File: src/verilog/packet_fifo.sv
`timescale 1ns/1ps

module packet_fifo
  #(parameter  int width_p      = 8
   ,parameter  int els_p        = 4
   ,localparam int ptr_width_lp = (els_p > 1) ? $clog2(els_p) : 1
  )
  (input                      clk_i
  ,input                      reset_i
  ,input        [width_p-1:0] data_i
  ,input                      v_i
  ,output logic               ready_o
  ,output logic               v_o
  ,output logic [width_p-1:0] data_o
  ,input                      yumi_i
  );

  logic [width_p-1:0]      mem_r [els_p];
  logic [ptr_width_lp-1:0] rd_ptr_r;
  logic [ptr_width_lp-1:0] wr_ptr_r;
  logic                    full_r;
  logic                    enq;

  function automatic logic [ptr_width_lp-1:0] bump(input logic [ptr_width_lp-1:0] p);
    return (p == ptr_width_lp'(els_p - 1)) ? '0 : p + 1'b1;
  endfunction

  assign enq     = v_i & ready_o;
  assign ready_o = ~full_r;
  // equal pointers mean empty unless full is set
  assign v_o     = full_r | (rd_ptr_r != wr_ptr_r);
  assign data_o  = mem_r[rd_ptr_r];

  always_ff @(posedge clk_i)
  begin
    if (reset_i)
    begin
      rd_ptr_r <= '0;
      wr_ptr_r <= '0;
      full_r   <= 1'b0;
    end
    else
    begin
      if (enq)
        wr_ptr_r <= bump(wr_ptr_r);
      if (yumi_i)
        rd_ptr_r <= bump(rd_ptr_r);
      if (enq != yumi_i)
        full_r <= enq & (bump(wr_ptr_r) == rd_ptr_r);
    end
  end

  always_ff @(posedge clk_i)
  begin
    if (enq)
      mem_r[wr_ptr_r] <= data_i;
  end

  assert property (@(posedge clk_i) disable iff (reset_i) v_i |-> ~full_r)
    else $error("packet_fifo: write while full");

  assert property (@(posedge clk_i) disable iff (reset_i) yumi_i |-> v_o)
    else $error("packet_fifo: yumi with no valid entry");

endmodule

File: config.mk
export PLATFORM = sky130hd
export DESIGN_NAME = packet_fifo
export DESIGN_NICKNAME = d
export VERILOG_FILES = /design/src/verilog/packet_fifo.sv
export SDC_FILE = /design/constraint.sdc
export NUM_CORES = 1
export LEC_CHECK = 0
export BUFFER_PORTS_ARGS = -buffer_cell sky130_fd_sc_hd__buf_2
export CAP_MARGIN = 20
export CORE_AREA = 5 5 65 55
export DETAILED_ROUTE_END_ITERATION = 8
export DIE_AREA = 0 0 70 60
export HOLD_SLACK_MARGIN = 0.15
export PLACE_DENSITY_LB_ADDON = 0.12
export REMOVE_ABC_BUFFERS = 1
export SLEW_MARGIN = 20
export SYNTH_ARGS = -nofsm -noshare
export SYNTH_HDL_FRONTEND = slang
export SYNTH_SLANG_ARGS = --single-unit
File: constraint.sdc
create_clock -name clk_i -period 1.6 [get_ports clk_i]
set_input_delay 0.32 -clock clk_i [delete_from_list [all_inputs] [get_ports clk_i]]
set_output_delay 0.32 -clock clk_i [all_outputs]
set_load 0.05 [all_outputs]
# Yosys cells after proc, flatten, opt, wreduce, memory -nomap -nowiden
# Memory sizes are Yosys's and may differ from the RTL's. A register that Yosys moved wholly into a read port is not among the register bits.
# Index checks and enable logic that the tools add are counted.
# W data, S select, Z words.
# classes
n_addsub	2
n_eq_ne	5
n_mux	6
n_bitwise	4
# op_table
operator	n
$mux W2	4
$add A2 B1 Y2 const B	2
$eq A2 B2 Y1 const B	2
$and A1 B1 Y1	2
$eq A2 B2 Y1	1
$mux W1	2
$ne A2 B2 Y1	1
$ne A1 B1 Y1	1
$not A1 Y1	1
$or A1 B1 Y1	1
# totals
register_bits	5
mem_bits_rw	32
input_bits	12
out_inout_bits	10
mem_count	1
# mem_list
name	depth	width	rd	rd_clocked_by_memory_dff	write_ports	line	source
mem_r	4	8	1	1	1	18	logic [width_p-1:0] mem_r [els_p];

# Longest topological paths before layout
# Gate-level depths: netlist (run 1).
# depth
depth_word	4
mapped_depth	5
mapped_depth_nobuf	5

# Worst setup path before layout (run 1)
# No wires, ideal clock.
# synth_path
path_kind	register to output
startpoint	register with a tool-made name
endpoint	output port data_o[0]
arrival_ns	1.112
required_ns	1.280
slack_ns	0.168
path_stages_with_launch	3
path_buffers	1
cell_sequence	dfxtp_1 buf_6 mux4_2
# synth_rtl
element	line	source
to (decl)	14	,output logic [width_p-1:0] data_o

==> metrics.txt, run 1 <==
mux cell area share after synthesis=14.51%; DRC=0; synth warn=0; Congestion Overflow GR=0; Slew Viols, Final=0; total core area=roughly 2900 um^2; Synth area leader=edfxtp_1; Num CTS Buffers=5; CTS max path bufs=2; WP data required=1.28 ns; WL final=~2600 um; unrepaired setup endpoints after global routing=true; Leak=0.0007277 uW; most common library cells after synthesis=edfxtp_1, mux4_2, dfxtp_1, nor2_1, ha_1; row cnt=18; placed instance count=147; # setup viols final=9; antenna cells=0; FMAX=545.8 MHz; worst hold path type=input pin to flip-flop; Placer Congestion=~0.7; Compound-Gate Fraction of Synth Area=0%; Syn Inst Count=80; largest family of logic cells by synthesized area=multiplexers; Pwr Total=2274 uW; max-cap violations=0; Tcrit/Tclk final=114.5%; Syn-to-layout area delta=27.21%; clk_skew=0.008812 ns; area post-placement=1779 um^2; register area share after synthesis=72.55%; startpoint of the worst register-to-register path=wr_ptr_r[1]; Die Width=70 um; post-synthesis adder-cell area fraction=under 10%; first-pass iteration count of the detailed router=4; final worst setup slack=-0.2322 ns; Clock Latency Late Sink=about 0.33 ns; vias in the first global route=872; peak supply drop=around 0.0011 V; Synth top area share=a little over three fifths; status=finished, violations left; fill cell count=223; Post-Syn Area=about 1500 um^2; critical path type=flip-flop to primary output; power per standard cell area=~1200 nW/um^2; first-pass GRT wire length=between 4000 and 5000 um; relative slew slack=81.33%; Final Hold Fails=0; number of flops mapped to enable cells by yosys=32; CTS clk-pin slew, worst paths=0.11 ns; hold path start=data_i[5]; CP Capture Type=primary output; net count reported at finish=around 130; initial core utilization=51.84%; CTS H-tree depth=2; pin count of the biggest net entering global routing=12; critical path launch point type=flip-flop; Arr. time, crit path=about 1.5 ns; Synth Area in Simple Gates=5.276%; clock period minus worst slack=1.832 ns; dominant synthesized flop cell=edfxtp_1; Netlist cell types=16; Die ar.=4200 um^2; crit path max fanout=8; Vias/cell=5.160; GRT Util Overall=between 10% and 20%; Root Buffer=clkbuf_4; top-count cell post-synth=edfxtp_1; worst-margin pin slew=0.2787 ns; drt wl/cell=16.37 um; Synth Area in XOR/XNOR=1.731%; via count=805; layout cells sized above 1=43.97%; Synth area leaders=edfxtp_1, mux4_2, dfxtp_1, ha_1, mux2i_1; failing checks=setup timing; Chip Height=approximately 60 um; fin cells=156; CTS sink count=39; Post-Syn Area per Cell=approximately 19 um^2; initial antenna violation count=0; CTS tree=done; IO buf count=21; drt initial violations=34; Post-synth ARST share=0%; post-synthesis sequential element count=39; antenna-violating nets left=0; final instance area=1931 um^2; Top Ports=22
[logic make-up after synthesis]
family	count (synthesis)
adders and majority gates	5
muxes	12
buffers and inverters	5
and+or+nand+nor	16
DFF	39
xor gates and xnor gates	3
[worst max-delay path, stage by stage, from the launching register on]
cell	delay, ns
dfxtp_2	0.35
buf_12	0.14
mux4_2	0.52
buf_6	0.17
[area by class of cell]
class	count	area, um^2	share of cell area (%)
Sequential cell	39	1110	57.49
Multi-Input combinational cell	36	389.1	20.16
Timing Repair Buffer	31	299.0	15.49
Tap cell	40	50.05	2.592
Clock buffer	6	41.29	2.139
Clock inverter	1	30.03	1.555
Inverter	3	11.26	0.5833
[power by group]
| part | internal (uW) | switching, uW |
|---|---|---|
| clock network | 322 | 288 |
| logic | 209 | 274 |
| registers | 1160 | 22.2 |
[flip-flops by register name (all words and copies together), names as in the netlist, named ones only]
register / count
full_r: 1
mem_r: 32
wr_ptr_r: 2
rd_ptr_r: 2
[metrics by stage]
stage | util, % | hold slack, ns | setup WS (ns) | TNS (ns)
after floorplan | - | 0.3924 | -0.008409 | -0.06727
after global placement | 60.77 | 0.4633 | 0.06778 | 0
after detailed placement | 60.77 | 0.4739 | 0.05246 | 0
after CTS | 65.94 | 0.1768 | -0.2644 | -2.083
after global routing | 65.94 | 0.1600 | -0.3247 | -2.611
final | 65.94 | 0.1923 | -0.2322 | -1.815
[cells in the final DEF (no fill, tap or decap), drive strengths merged]
master  count
buf        31
or3         1
edfxtp     32
mux4        8
mux2i       4
ha          5
nand2       2
nor2        7
inv         3
clkbuf      6
and2        4
nand4       1
xor2        2
xnor2       1
bufinv      1
nor2b       1
dfxtp       7
[path summary, 6_finish.rpt]
path                       to  slack [ns]  cells after the start
setup / recovery    data_o[7]       -0.23                      3
hold / removal    mem_r[0][5]        0.19                      1
setup reg to reg  mem_r[1][4]        0.26                      5
hold reg to reg        full_r        0.49                      2
[routing by layer]
metal / global-route usage, % / vias up / wire (um)
li1: - / 379 / -
met1: 17.54 / 406 / 1120
met2: 24.36 / 16 / 1308
met3: 6.050 / 4 / 100
met4: 4.918 / 0 / 25
met5: 0 / - / 0
[repair_timing]
action                     in CTS  in global routing
setup endpoints to repair       9                  9
buffers inserted                2                  0
resized for setup              24                  0
hold buffers                    0                  0
Power figures use the tool's default switching activity.
==> run 2, diff against run 1 <==
--- a/config.mk
+++ b/config.mk
@@ -13,6 +13,7 @@
 export HOLD_SLACK_MARGIN = 0.15
 export PLACE_DENSITY_LB_ADDON = 0.12
 export REMOVE_ABC_BUFFERS = 1
+export SETUP_SLACK_MARGIN = 0.3
 export SLEW_MARGIN = 20
 export SYNTH_ARGS = -nofsm -noshare
 export SYNTH_HDL_FRONTEND = slang
==> metrics.txt, run 2 (synthesis results as in run 1) <==
status=finished, violations left; failing checks=setup timing; total core area=2928 um^2 (unchanged); fin util=67.99% (+2.1 points); worst hold path depth=1 (unchanged); crit path max fanout=8 (unchanged); Root Buffer=clkbuf_4; Reg with most FFs=mem_r; net count reported at finish=135 (+1.5%); antenna-violating nets left=0 (unchanged); fin cells=158 (+1.3%); peak supply drop=0.001083 V (+0.13%); Slew Viols, Final=0 (unchanged); hold path start=data_i[5]; Placer Congestion=0.6995 (unchanged); CTS clk-pin slew, worst paths=0.11 ns (about the same); CTS sink count=39 (unchanged); power per standard cell area=1164 nW/um^2 (-1.1%); Power Internal=1715 uW (+1.5%); Post-Place Setup Slack=0.05246 ns (unchanged); critical path launch point type=flip-flop; CP Capture Type=primary output; Seq pwr share=51.0% (-0.9 points); reg2reg setup slack=0.31 ns (+0.05 ns); commonest non-fill, non-tap cell in the layout=edfxtp_1; sink of the worst hold path=mem_r[0][5]; unrepaired setup endpoints after global routing=true; final instance area=1991 um^2 (+3.1%); clk_skew=0.01228 ns (+0.003463 ns); initial antenna violation count=0 (unchanged); clock share of power=26.6% (-0.2 points); setup TNS=-1.912 ns (-0.09721 ns); worst-margin pin slew=0.2081 ns (-0.07064 ns); Tcrit/Tclk final=115.0% (+0.50 points); fill cell count=214 (-4.0%); Comb power frac=22.5% (+1.3 points); drt wl/cell=16.83 um (+2.8%); WP data required=1.28 ns (about the same); layout cells sized above 1=51.69% (+7.7 points); slowest stage delay, CP=0.52 ns (about the same); Chip Height=60 um (unchanged); sw power=602.5 uW (+3.1%); via count=810 (+0.62%); Die Width=70 um (unchanged); Final Hold Fails=0 (unchanged); Critical path buffers and inverters=2 (unchanged); area post-placement=1779 um^2 (unchanged); first-pass GRT wire length=4409 um (unchanged); sw frac=25.99% (+0.30 points); initial core utilization=51.84% (unchanged); relative slew slack=86.10% (+4.8 points); family with the most delay on the worst path=multiplexers; max-cap violations=0 (unchanged); startpoint of the worst register-to-register path=wr_ptr_r[1]; Num CTS Buffers=5 (unchanged); Die ar.=4200 um^2 (unchanged); # hold bufs at CTS=0 (unchanged); Vias/cell=5.127 (-0.65%); row cnt=18 (unchanged); Syn-to-layout area delta=31.16%; Largest regs=mem_r (32), rd_ptr_r (2), wr_ptr_r (2); Worst R2R End=mem_r[1][6]; crit-path cells=buf_12 -> mux4_2 -> buf_6; leading cell types in the layout, fill and taps excluded=edfxtp_1, buf_2, buf_6; R2R depth=5 (unchanged); IO buf count=21 (unchanged); final worst setup slack=-0.2402 ns (-0.007952 ns); FMAX=543.4 MHz (-0.43%); antenna cells=0 (unchanged); Congestion Overflow GR=0 (unchanged); critical path type=flip-flop to primary output; GRT Util Overall=14.63% (unchanged); pin count of the biggest net entering global routing=12 (unchanged); first-pass iteration count of the detailed router=4 (unchanged); slowest cell on the critical path=mux4_2; DRC=0 (unchanged); drt initial violations=23 (-32%); CTS max path bufs=2 (unchanged); max FFs per register=32 (unchanged); CTS tree=done; WL final=2659 um (+4.1%); Clock Latency Late Sink=0.34 ns (about the same); worst hold path type=input pin to flip-flop; Leak=0.0007554 uW (+3.8%); CTS H-tree depth=2 (unchanged); clock period minus worst slack=1.840 ns (+0.007952 ns); vias in the first global route=872 (unchanged); # setup viols final=9 (unchanged); Arr. time, crit path=1.52 ns (about the same); Top Ports=22 (unchanged); placed instance count=147 (unchanged)
## run 2: cell count changes in the layout (fill, tap and decap cells not counted), sizes merged
cell	delta
buf	+2
## run 2: cell type report
type | count | area [um^2] | share of cell area (%)
Timing Repair Buffer | 33 | 320.3 | 16.09
Clock buffer | 6 | 41.29 | 2.074
Inverter | 3 | 13.76 | 0.6914
Clock inverter | 1 | 30.03 | 1.508
Multi-Input combinational cell | 36 | 424.2 | 21.31
Tap cell | 40 | 50.05 | 2.514
Sequential cell | 39 | 1111 | 55.81
## run 2: worst max path at each step
stage          startpoint   endpoint  slack (ns)  cells after the start
3_3_place_gp    flip-flop  data_o[7]        0.07                      3
6_report        flip-flop  data_o[7]       -0.24                      3
2_1_floorplan   flip-flop  data_o[0]      -0.008                      1
3_5_place_dp    flip-flop  data_o[7]        0.05                      3
4_1_cts         flip-flop  data_o[7]       -0.26                      3
5_1_grt         flip-flop  data_o[7]       -0.32                      3
## run 2: layer usage
layer,vias up,wire length [um],global-route usage [%]
met4,0,29,4.918
li1,383,-,-
met2,16,1384,24.36
met3,5,99,6.050
met1,406,1146,17.54
met5,-,0,0
## run 2: power by group through the flow
stage | logic [uW] | clock network, uW | registers (uW)
2_1_floorplan | 268 | 0 | 1210
5_1_grt | 553 | 689 | 1190
4_1_cts | 497 | 631 | 1180
3_5_place_dp | 420 | 0 | 1210
3_3_place_gp | 409 | 0 | 1200
6_report | 521 | 615 | 1180
## run 2: repair_timing
action                     CTS  global route
setup buffers                2             2
resized for setup           27             9
setup endpoints to repair   13            31
## run 2: per-stage QoR
step                hold slack (ns)  total power [uW]
floorplan                    0.3924              1477
global placement             0.4633              1613
detailed placement           0.4739              1626
CTS                          0.1768              2310
global route                 0.1616              2429
finish                       0.1848              2318
