--- src/verilog/mem_pkg.sv ---
package mem_pkg;

  typedef logic [31:0] word_t;
  typedef logic [31:0] addr_t;
  // byte enables, active high
  typedef logic [3:0]  mask_t;

  // set for an address on another tile
  localparam int remote_bit_c = 31;

  // remote map: x in [30:27], y from bit 26 down, offset below y
  localparam int x_hi_c    = 30;
  localparam int x_width_c = 4;
  localparam int y_hi_c    = 26;

  // byte address to word index
  localparam int word_lsb_c = 2;

endpackage

--- src/verilog/mesh_pkg.sv ---
package mesh_pkg;

  // op field of a mesh packet
  localparam int op_width_c = 6;
  typedef logic [op_width_c-1:0] op_t;

  // write data into the local memory of the destination tile
  localparam op_t op_store_c = 6'd1;
  // addr bit 0 loads the stall flag
  localparam op_t op_ctrl_c  = 6'd2;

  // packet is op, addr, data, y, x from msb down
  localparam int addr_width_c      = 32;
  localparam int data_width_c      = 32;
  localparam int pkt_fixed_width_c = op_width_c + addr_width_c + data_width_c;

  // field offsets above the y and x coordinates
  localparam int data_ofs_c = 0;
  localparam int addr_ofs_c = data_width_c;
  localparam int op_ofs_c   = data_width_c + addr_width_c;

  // router port indices
  localparam int dir_w_c    = 0;
  localparam int dir_e_c    = 1;
  localparam int dir_n_c    = 2;
  localparam int dir_s_c    = 3;
  localparam int dir_p_c    = 4;
  localparam int num_dirs_c = 4;

endpackage

--- src/verilog/tile_ctrl.sv ---
`timescale 1ns/1ps

module tile_ctrl
  #(parameter  int lg_node_x_p     = 5
   ,parameter  int lg_node_y_p     = 5
   ,parameter  int mem_idx_width_p = 8
   ,localparam int packet_width_lp = mesh_pkg::pkt_fixed_width_c + lg_node_x_p + lg_node_y_p
  )
  (input                                      clk_i
  ,input                                      reset_i
  ,input        [1:0]                         core_v_i
  ,input        [1:0]                         core_w_i
  ,input        mem_pkg::addr_t [1:0]         core_addr_i
  ,input        mem_pkg::word_t [1:0]         core_wdata_i
  ,input        mem_pkg::mask_t [1:0]         core_mask_i
  ,output logic [1:0]                         core_yumi_o
  ,output logic [2:0]                         mem_v_o
  ,output logic [2:0]                         mem_w_o
  ,output logic [2:0][mem_idx_width_p-1:0]    mem_addr_o
  ,output       mem_pkg::word_t [2:0]         mem_data_o
  ,output       mem_pkg::mask_t [2:0]         mem_mask_o
  ,input        [2:0]                         mem_yumi_i
  ,input        [packet_width_lp-1:0]         in_pkt_i
  ,input                                      in_v_i
  ,output logic                               in_yumi_o
  ,output logic [packet_width_lp-1:0]         out_pkt_o
  ,output logic                               out_v_o
  ,input                                      out_ready_i
  ,output logic                               stall_o
  );

  import mesh_pkg::*;
  import mem_pkg::*;

  localparam int coord_width_lp = lg_node_x_p + lg_node_y_p;

  op_t        in_op;
  addr_t      in_addr;
  word_t      in_data;
  logic       in_store;
  logic [1:0] remote;
  logic [1:0] local_v;
  logic [1:0] rem_req;
  logic [1:0] rem_grant;
  logic       rem_sel;
  logic       last_r;
  addr_t      rem_addr;
  word_t      byte_en;
  mask_t      rem_mask;

  // packets from the network
  assign in_op    = in_pkt_i[coord_width_lp + op_ofs_c +: op_width_c];
  assign in_addr  = in_pkt_i[coord_width_lp + addr_ofs_c +: addr_width_c];
  assign in_data  = in_pkt_i[coord_width_lp + data_ofs_c +: data_width_c];
  assign in_store = in_v_i & (in_op == op_store_c);

  // stores wait for the crossbar, anything else is popped at once
  assign in_yumi_o = in_store ? mem_yumi_i[2] : in_v_i;

  always_ff @(posedge clk_i)
  begin
    if (reset_i)
      stall_o <= 1'b1;
    else if (in_v_i && in_op == op_ctrl_c)
      stall_o <= in_addr[0];
  end

  for (genvar i = 0; i < 2; i++)
  begin : g_core
    assign remote[i]     = core_addr_i[i][remote_bit_c];
    assign local_v[i]    = core_v_i[i] & ~remote[i];
    assign rem_req[i]    = core_v_i[i] & core_w_i[i] & remote[i];
    assign mem_addr_o[i] = core_addr_i[i][word_lsb_c +: mem_idx_width_p];
  end

  // port 2 carries the network store with the full word enabled
  assign mem_v_o       = {in_store, local_v};
  assign mem_w_o       = {1'b1, core_w_i};
  assign mem_addr_o[2] = in_addr[word_lsb_c +: mem_idx_width_p];
  assign mem_data_o    = {in_data, core_wdata_i};
  assign mem_mask_o    = {mask_t'('1), core_mask_i};

  // round robin, the port that lost last time goes first
  always_comb
  begin
    if (rem_req == 2'b11)
      rem_grant = last_r ? 2'b01 : 2'b10;
    else
      rem_grant = rem_req;
  end

  assign rem_sel = rem_grant[1];
  assign out_v_o = (|rem_grant) & out_ready_i;

  always_ff @(posedge clk_i)
  begin
    if (reset_i)
      last_r <= 1'b1;
    else if (out_v_o)
      last_r <= rem_sel;
  end

  assign rem_addr = core_addr_i[rem_sel];
  assign rem_mask = core_mask_i[rem_sel];

  for (genvar k = 0; k < $bits(mask_t); k++)
  begin : g_byte
    assign byte_en[8*k +: 8] = {8{rem_mask[k]}};
  end

  assign out_pkt_o = {op_store_c
                     ,addr_t'(rem_addr[y_hi_c-lg_node_y_p:0])
                     ,core_wdata_i[rem_sel] & byte_en
                     ,rem_addr[y_hi_c -: lg_node_y_p]
                     ,lg_node_x_p'(rem_addr[x_hi_c -: x_width_c])
                     };

  assign core_yumi_o = (rem_grant & {2{out_ready_i}}) | (local_v & mem_yumi_i[1:0]);

  assert property (@(posedge clk_i) disable iff (reset_i)
                   (core_v_i & ~core_w_i & remote) == 2'b00)
    else $error("tile_ctrl: core issued a remote load");

endmodule

--- config.mk ---
export PLATFORM = sky130hd
export DESIGN_NAME = tile_ctrl
export DESIGN_NICKNAME = d
export VERILOG_FILES = /design/src/verilog/mem_pkg.sv /design/src/verilog/mesh_pkg.sv /design/src/verilog/tile_ctrl.sv
export SDC_FILE = /design/constraint.sdc
export NUM_CORES = 1
export LEC_CHECK = 0
export ABC_AREA = 1
export BUFFER_PORTS_ARGS = -buffer_cell sky130_fd_sc_hd__buf_2
export CAP_MARGIN = 20
export CELL_PAD_IN_SITES_DETAIL_PLACEMENT = 0
export CELL_PAD_IN_SITES_GLOBAL_PLACEMENT = 1
export CORE_AREA = 2 2 172 174
export CTS_CLUSTER_SIZE = 8
export DETAILED_ROUTE_END_ITERATION = 6
export DIE_AREA = 0 0 174 176
export PLACE_DENSITY_LB_ADDON = 0.1
export SYNTH_ARGS = -nofsm -noshare
export SYNTH_HDL_FRONTEND = slang
export SYNTH_SLANG_ARGS = --single-unit
--- constraint.sdc ---
create_clock -name clk_i -period 0.99 [get_ports clk_i]
set_input_delay 0.0495 -clock clk_i [delete_from_list [all_inputs] [get_ports clk_i]]
set_output_delay 0.0495 -clock clk_i [all_outputs]
set_load 0.01 [all_outputs]
# After elaboration in Yosys (flattened, before gate mapping)
# Index checks and enable logic that the tools add are counted.
[totals]
mem_count = 0
mem_bits_rw = 0
word_cells = 31
regBits = 2
rom_bits = 0
latch_bits = 0
[op_classes]
n_reduce_logical = 2
n_mul = 0
n_mux = 9
add_sub_neg = 0
div = 0
shifts = 0
n_eq_ne = 3
bitwise = 14
magnitude_cmp = 1
[ops]
columns = ["op", "count"]
rows = [
  ["32-bit 2-to-1 mux", 2],
  ["31-bit 2-to-1 mux", 2],
  ["32-bit bitwise AND", 1],
  ["1-bit bitwise AND", 8],
  ["4-bit 2-to-1 mux", 2],
  ["6-bit by 1-bit == test with 1-bit output (second input constant)", 1],
  ["6-bit by 2-bit == test with 1-bit output (second input constant)", 1],
  ["2-bit bitwise AND", 2],
  ["2-bit 2-to-1 mux", 2],
  ["2-bit == test (second input constant)", 1],
  ["1-bit by 2-bit < comparator with 1-bit output (second input constant)", 1],
  ["1-bit NOT", 2],
  ["2-bit bitwise OR", 1],
  ["2-bit OR reduction", 1],
  ["1-bit logical AND", 1],
  ["1-bit 2-to-1 mux", 1],
]

# Longest topological paths before layout
# Gate-level depths: netlist of the first run.
[depth]
ltp_word = 7
ltp_mapped = 8
depth_no_buf = 7

# Least setup slack after synthesis of the first run
# No wires, ideal clock.
[synth_timing]
path_kind = "reg-to-output"
start = "reg last_r"
end = "out out_pkt_o[34]"
t_arrival_ns = 0.995
n_path_buf = 1
path_slack_ns = -0.054
path_stages_with_launch = 8
cell_sequence = "dfxtp_1 -> nand4_2 -> nand2_2 -> buf_6 -> nand2_1 -> nand2_4 -> nand2_1 -> inv_1"
[synth_between]
elab_chain_cells = 5
[synth_lines]
columns = ["item", "line_no", "rtl"]
rows = [
  ["from (decl)", "tile_ctrl.sv:46", "logic last_r;"],
  ["from (signal assigned)", "tile_ctrl.sv:100", "last_r <= rem_sel;"],
  ["2-bit 2-to-1 mux (*)", "tile_ctrl.sv:87", "rem_grant = last_r ? 2'b01 : 2'b10;"],
  ["2-bit 2-to-1 mux (*)", "tile_ctrl.sv:86", "if (rem_req == 2'b11)"],
  ["32-bit 2-to-1 mux (not written as such) / 4-bit 2-to-1 mux (equally long branches) (2 in series)", "tile_ctrl.sv:113, tile_ctrl.sv:104", ""],
  ["32-bit bitwise AND (*)", "tile_ctrl.sv:113", ",core_wdata_i[rem_sel] & byte_en"],
  ["to (decl)", "tile_ctrl.sv:26", ",output logic [packet_width_lp-1:0] out_pkt_o"],
]
# Every way passes the cells marked *; elsewhere a longest branch is shown, timed or not. The select of a mux whose other input is x is not followed.

# Final worst setup path of the first run
[layout_timing]
start = "reg last_r"
end = "out out_pkt_o[10]"
# Same word-level chain as after synthesis.

==> results of run 1 <==
placed cells by master (no fill, tap or decap):
cell type  count
nor2_1         6
buf_16         1
nor3_1         1
o31ai_4        1
a21oi_1        1
buf_4         18
inv_2         33
nand2_4       13
nand3_4        1
nor2_4         1
clkbuf_16      3
buf_12        11
nor4_1         1
buf_6         42
buf_8          2
nand2_2       84
o21ai_0        2
nand2_8        5
dfxtp_2        1
dfxtp_1        1
nand2_1       73
nand3_1       67
conb_1        22
nand3_2        4
buf_2        277
nand4_4        1
inv_1          7
worst min-delay path: stages:
cell and delay [ns]:
buf_2 0.08, nand2_1 0.04, nand3_1 0.06
worst max path at each step:
stage,start,end,cells past startpoint
finish,last_r,out_pkt_o[10],9
global route,last_r,out_pkt_o[38],9
CTS,last_r,out_pkt_o[12],8
detailed placement,core_w_i[1],out_pkt_o[34],9
global placement,core_w_i[1],out_pkt_o[41],9
floorplan,last_r,out_pkt_o[10],7
state kept, by name, indices dropped and copies added (netlist names):
name     flops
last_r       1
stall_o      1
power by group:
part / switching, W / total (W) / internal (W)
clock network: 0.0000830 / 0.000596 / 0.000513
registers: 0.00000151 / 0.0000848 / 0.0000833
logic: 0.00109 / 0.00205 / 0.000964
total: 0.00118 / 0.00274 / 0.00156
kinds of logic (layout without fill, tap and decap cells):
group | Yosys count | count (layout) | synth area share [%]
simple gates | 257 | 257 | 42.7
flops | 2 | 2 | 1.54
buf+inv | 214 | 394 | 54.6
other cells | 2 | 22 | 0.289
compound gates | 4 | 4 | 0.866
per-stage QoR:
step           util (%)  setup slack (ns)  instance area [sq um]
2_1_floorplan         -           -0.0336                   2820
3_3_place_gp       13.7            -0.403                   3920
3_5_place_dp       13.7            -0.401                   3920
4_1_cts            15.8            -0.529                   4510
5_1_grt            16.3            -0.622                   4640
6_report           16.3            -0.519                   4640
layer usage:
metal	share of wire, %	global-route usage, %
met1	39	9.24
met2	53	15.4
met3	7.4	1.42
met4	0.075	0.595
met5	0	0
area by class of cell:
cell class / instances / area [sq um]
Multi-Input combinational cell: 283 / 1620
Clock buffer: 3 / 75.1
Timing Repair Buffer: 351 / 2270
Inverter: 40 / 150
Fill cell: 3387 / 23900
Sequential cell: 2 / 41.3
Tap cell: 384 / 480
repair_timing:
item                       CTS  global route
cloned                       3             0
setup endpoints to repair   67            67
gates resized for setup     82            48
buffers inserted             6             2
pin swaps                   12            10
==> metrics.md, run 1 <==
| Metric | Value |
|---|---|
| Outcome | `finished with violations` |
| Failing checks | `negative setup slack` |
| ANT cells | `0` |
| First-pass GRT wire length | `between 15 and 20 mm` |
| # DRC | `0` |
| Fin crit share | `152%` |
| Post-synth top cells | `nand2_1, buf_4, nand3_1, inv_1, buf_2` |
| Num CTS Buffers | `3` |
| Unrepaired setup endpoints after global routing | `yes` |
| ANT nets after route | `0` |
| Final setup slack of the worst path | `-0.519 ns` |
| TNS Setup | `-30.03 ns` |
| Initial antenna violation count | `1` |
| Chip height | `approximately 180 microns` |
| Lkg Pwr | `around 2.7 nW` |
| Final instance count without filler cells | `~1100` |
| Fin. Hold Viols | `0` |
| Worst Skew | `0 ns` |
| Syn Area/Cell | `5.43 sq um` |
| CP top delay family | `simple AND/OR/NAND/NOR gates` |
| Fmax | `about 660 MHz` |
| EDFF count, synth | `0` |
| # H-tree levels | `1` |
| Reg clk slew, reported paths | `0.03 ns` |
| Largest area contributor in the netlist | `buf_4` |
| Vias per std cell | `between 3 and 4` |
| Dpl cells | `about 1100` |
| Total Nets Final | `908` |
| Core box area | `between 20000 and 30000 sq um` |
| Worst reg2reg path depth | `4` |
| CTS tree | `yes` |
| Post-synthesis sequential area ratio | `under 10%` |
| Row count | `62` |
| GRT Total Usage | `a little under 8%` |
| Minimum clock period | `roughly 1.5 ns` |
| Clk buf depth | `2` |
| Post-DP HPWL | `11.3 mm` |
| Ys async rst share | `0%` |
| Max Slew Vio Count | `0` |
| RD Place Congestion | `0.765` |
| Post-Syn Instances | `around 480` |
| R2R Path Start | `last_r` |
| #FFs+latches synth | `2` |
| Startpoint types | `flop` |
| Hold slack final | `~0.05 ns` |
| Most frequent cell after synthesis | `nand2_1` |
| Largest stage delay, worst path | `roughly 0.34 ns` |
| Skew-Pair Late Insertion Delay | `around 0.22 ns` |
| Yosys warning count | `0` |
| Reg2reg setup slack | `-0.02 ns` |
| Clock Tree Root | `clkbuf_16` |
| Top FF cell, synth | `dfxtp_1` |
| Worst VDD drop | `between 0.3 and 0.4 mV` |
| Max FO, Critical Path | `8` |
| Hold depth | `3` |
| Most frequent CP cell | `nand2_1` |
| Bufs and invs on worst path | `4` |
| Final WL | `around 13 mm` |
| Final setup vio count | `67` |
| Worst Hold Class | `in2reg` |
| Share of the synthesized area in the top cell type | `between 40% and 50%` |
| Crit path required time | `0.94 ns` |
| Hold_sp | `in_pkt_i[42]` |
| Max-cap viol count | `0` |
| Drt initial violations | `65` |
| Die W | `174 microns` |
| # IOs | `450` |
| Starting density of the core | `under 10%` |
| Largest net degree at the start of global routing | `27` |
| Crit. End Element | `output pin` |
| CTS Hold Bufs | `0` |
| R2R Path End | `last_r` |
| Synth area leaders | `buf_4, nand2_1, nand3_1, inv_1, buf_2` |
| Cell Pwr Density | `approximately 590 nW/um^2` |
| WHS Endpoint | `stall_o` |
| Slowest CP cell | `dfxtp_2` |
| Clock sink count | `2` |
| Die area | `30600 sq um` |
| WL/cell | `12.5 microns` |
| Worst path cell trace | `nand4_4 -> nand2_8 -> buf_12 -> buf_12 -> nand2_1 -> nand2_1 -> nand2_1 -> inv_2 -> buf_6` |
| CP arrival | `around 1.5 ns` |
| CP Class | `reg2out` |
| Routed via count | `3421` |
| Pre-antenna DRT Iters | `4` |
| Synth cell types | `20` |
| PortBufs | `314` |
| Share of layout cells above drive strength 1 | `roughly 73%` |
| Layout area overhead | `78.6%` |
| Tot Pwr | `0.00274 W` |
| GRT overflow | `0` |
| Synthesized area | `around 2600 sq um` |
| Number of global-route vias before repair | `between 3000 and 4000` |
(Power assumes the default switching activity.)
==> run 2: changes to the inputs <==
--- a/config.mk
+++ b/config.mk
@@ -15,6 +15,7 @@
 export DETAILED_ROUTE_END_ITERATION = 6
 export DIE_AREA = 0 0 174 176
 export PLACE_DENSITY_LB_ADDON = 0.1
+export RECOVER_POWER = 100
 export SYNTH_ARGS = -nofsm -noshare
 export SYNTH_HDL_FRONTEND = slang
 export SYNTH_SLANG_ARGS = --single-unit
==> metrics.md, run 2 (synthesized netlist as in run 1, its figures left out) <==
| Metric | Value |
|---|---|
| TNS Setup | `-30.08 ns (was -30.03 ns)` |
| Starting density of the core | `9.11% (unchanged)` |
| Die area | `30600 sq um (unchanged)` |
| Clk buf depth | `2 (unchanged)` |
| First-pass GRT wire length | `18.9 mm (unchanged)` |
| # IOs | `450 (unchanged)` |
| Crit. End Element | `output pin (unchanged)` |
| WL/cell | `12.5 microns (about the same)` |
| Worst VDD drop | `0.338 mV (was 0.339 mV)` |
| Layout area overhead | `74.1% (was 78.6%)` |
| Row count | `62 (unchanged)` |
| Unrepaired setup endpoints after global routing | `yes (unchanged)` |
| CTS Hold Bufs | `0 (unchanged)` |
| Outcome | `finished with violations (unchanged)` |
| Skew-Pair Late Insertion Delay | `0.22 ns (about the same)` |
| Minimum clock period | `1.51 ns (about the same)` |
| Number of fill cells | `3431 (was 3387)` |
| Final setup vio count | `67 (unchanged)` |
| Crit path required time | `0.94 ns (about the same)` |
| Drt initial violations | `69 (was 65)` |
| Register Area | `41.3 sq um (unchanged)` |
| Dpl cells | `1053 (unchanged)` |
| Worst Hold Class | `in2reg (unchanged)` |
| CP Class | `reg2out (unchanged)` |
| Failing checks | `negative setup slack (unchanged)` |
| Fin crit share | `153% (was 152%)` |
| Fmax | `661 MHz (was 663 MHz)` |
| # DRC | `0 (unchanged)` |
| Clock sink count | `2 (unchanged)` |
| Final WL | `13.3 mm (about the same)` |
| ANT cells | `0 (unchanged)` |
| Core box area | `28500 sq um (unchanged)` |
| CP arrival | `1.46 ns (about the same)` |
| Final instance count without filler cells | `1063 (unchanged)` |
| Reg clk slew, reported paths | `0.03 ns (about the same)` |
| Cell Pwr Density | `594 nW/um^2 (was 589 nW/um^2)` |
| Number of global-route vias before repair | `3269 (unchanged)` |
| Total Nets Final | `908 (unchanged)` |
| Max-cap viol count | `0 (unchanged)` |
| RD Place Congestion | `0.765 (unchanged)` |
| ANT nets after route | `0 (unchanged)` |
| Post-DP HPWL | `11.3 mm (unchanged)` |
| Fin. Hold Viols | `0 (unchanged)` |
| Lkg Pwr | `2.42 nW (was 2.68 nW)` |
| Most common cell after layout, fill and taps aside | `buf_2 (unchanged)` |
| Largest regs | `last_r x1, stall_o x1 (unchanged)` |
| Num CTS Buffers | `3 (unchanged)` |
| Final setup slack of the worst path | `-0.522 ns (was -0.519 ns)` |
| Most frequent cells in the layout | `buf_2, clkbuf_1, nand2_2 (was buf_2, nand2_2, nand2_1)` |
| Die W | `174 microns (unchanged)` |
| # H-tree levels | `1 (unchanged)` |
| Pre-antenna DRT Iters | `4 (unchanged)` |
| Worst Skew | `0 ns (unchanged)` |
| Share of layout cells above drive strength 1 | `59.5% (was 73.3%)` |
| Clock Tree Root | `clkbuf_16 (unchanged)` |
| GRT Total Usage | `7.87% (unchanged)` |
| Max Slew Vio Count | `0 (unchanged)` |
| Initial antenna violation count | `1 (unchanged)` |
| CTS tree | `yes (unchanged)` |
| Max FO, Critical Path | `8 (unchanged)` |
| Routed via count | `3424 (was 3421)` |
| Chip height | `176 microns (unchanged)` |
| GRT overflow | `0 (unchanged)` |
| Largest net degree at the start of global routing | `27 (unchanged)` |
| PortBufs | `314 (unchanged)` |
| Area of the multi-input gates | `1620 sq um (unchanged)` |
| Vias per std cell | `3.22 (about the same)` |
| Startpoint types | `flop (unchanged)` |
-- run 2: cell count changes in the layout (fill, tap and decap cells not counted), sizes merged --
cell	before	now
clkbuf	3	97
buf	351	257
-- run 2: where the power goes --
| part | total [W] | internal (W) | leakage, nW | switching, W |
|---|---|---|---|---|
| Sequential | 0.0000848 | 0.0000833 | 0.0158 | 0.00000151 |
| Clock | 0.000595 | 0.000513 | 0.0370 | 0.0000824 |
| Combinational | 0.00201 | 0.000911 | 2.37 | 0.00110 |
-- run 2: critical path, cell delays in order, from the launching register on --
cell     delay (ns)
dfxtp_2        0.34
nand4_4        0.14
nand2_8        0.16
buf_12         0.16
buf_12         0.13
nand2_2        0.05
nand2_2        0.06
nand2_2        0.05
inv_2          0.05
buf_6          0.09
-- run 2: area by class of cell --
class | count | area share (%)
Timing Repair Buffer | 351 | 47.6
Sequential cell | 2 | 0.912
Multi-Input combinational cell | 283 | 35.9
Tap cell | 384 | 10.6
Clock buffer | 3 | 1.66
Inverter | 40 | 3.32
-- run 2: routing by layer --
| layer | routed length, microns | part of all wire, % | global-route usage (%) | vias to the layer above |
|---|---|---|---|---|
| met1 | 5240 | 39 | 9.24 | 1525 |
| met5 | 0 | 0 | 0 | - |
| met3 | 962 | 7.2 | 1.42 | 6 |
| met4 | 10 | 0.075 | 0.595 | 0 |
| met2 | 7060 | 53 | 15.4 | 202 |
| li1 | - | - | - | 1691 |
-- run 2: stage by stage --
step                cell area (sq um)  power (W)  hold slack [ns]  util (%)  worst slack [ns]
floorplan                        2820    0.00134            0.154         -           -0.0336
global placement                 3920    0.00188           0.0991      13.7            -0.403
detailed placement               3920    0.00185           0.0991      13.7            -0.401
CTS                              4510    0.00272           0.0519      15.8            -0.529
global route                     4530    0.00291           0.0646      15.9            -0.622
finish                           4530    0.00269           0.0499      15.9            -0.522
-- run 2: path summary, 6_finish.rpt --
check	to	startpoint	slack, ns	depth (start not counted)
min reg2reg	stall_o	stall_o	0.47	2
min	stall_o	in_pkt_i[42]	0.05	3
max	out_pkt_o[38]	last_r	-0.52	9
max reg2reg	last_r	last_r	-0.02	4
-- run 2: timing repair --
action,CTS,global route
setup buffers,6,2
resized for setup,82,48
gates cloned,3,0
pin swaps,12,10
endpoints found under the setup margin,67,67
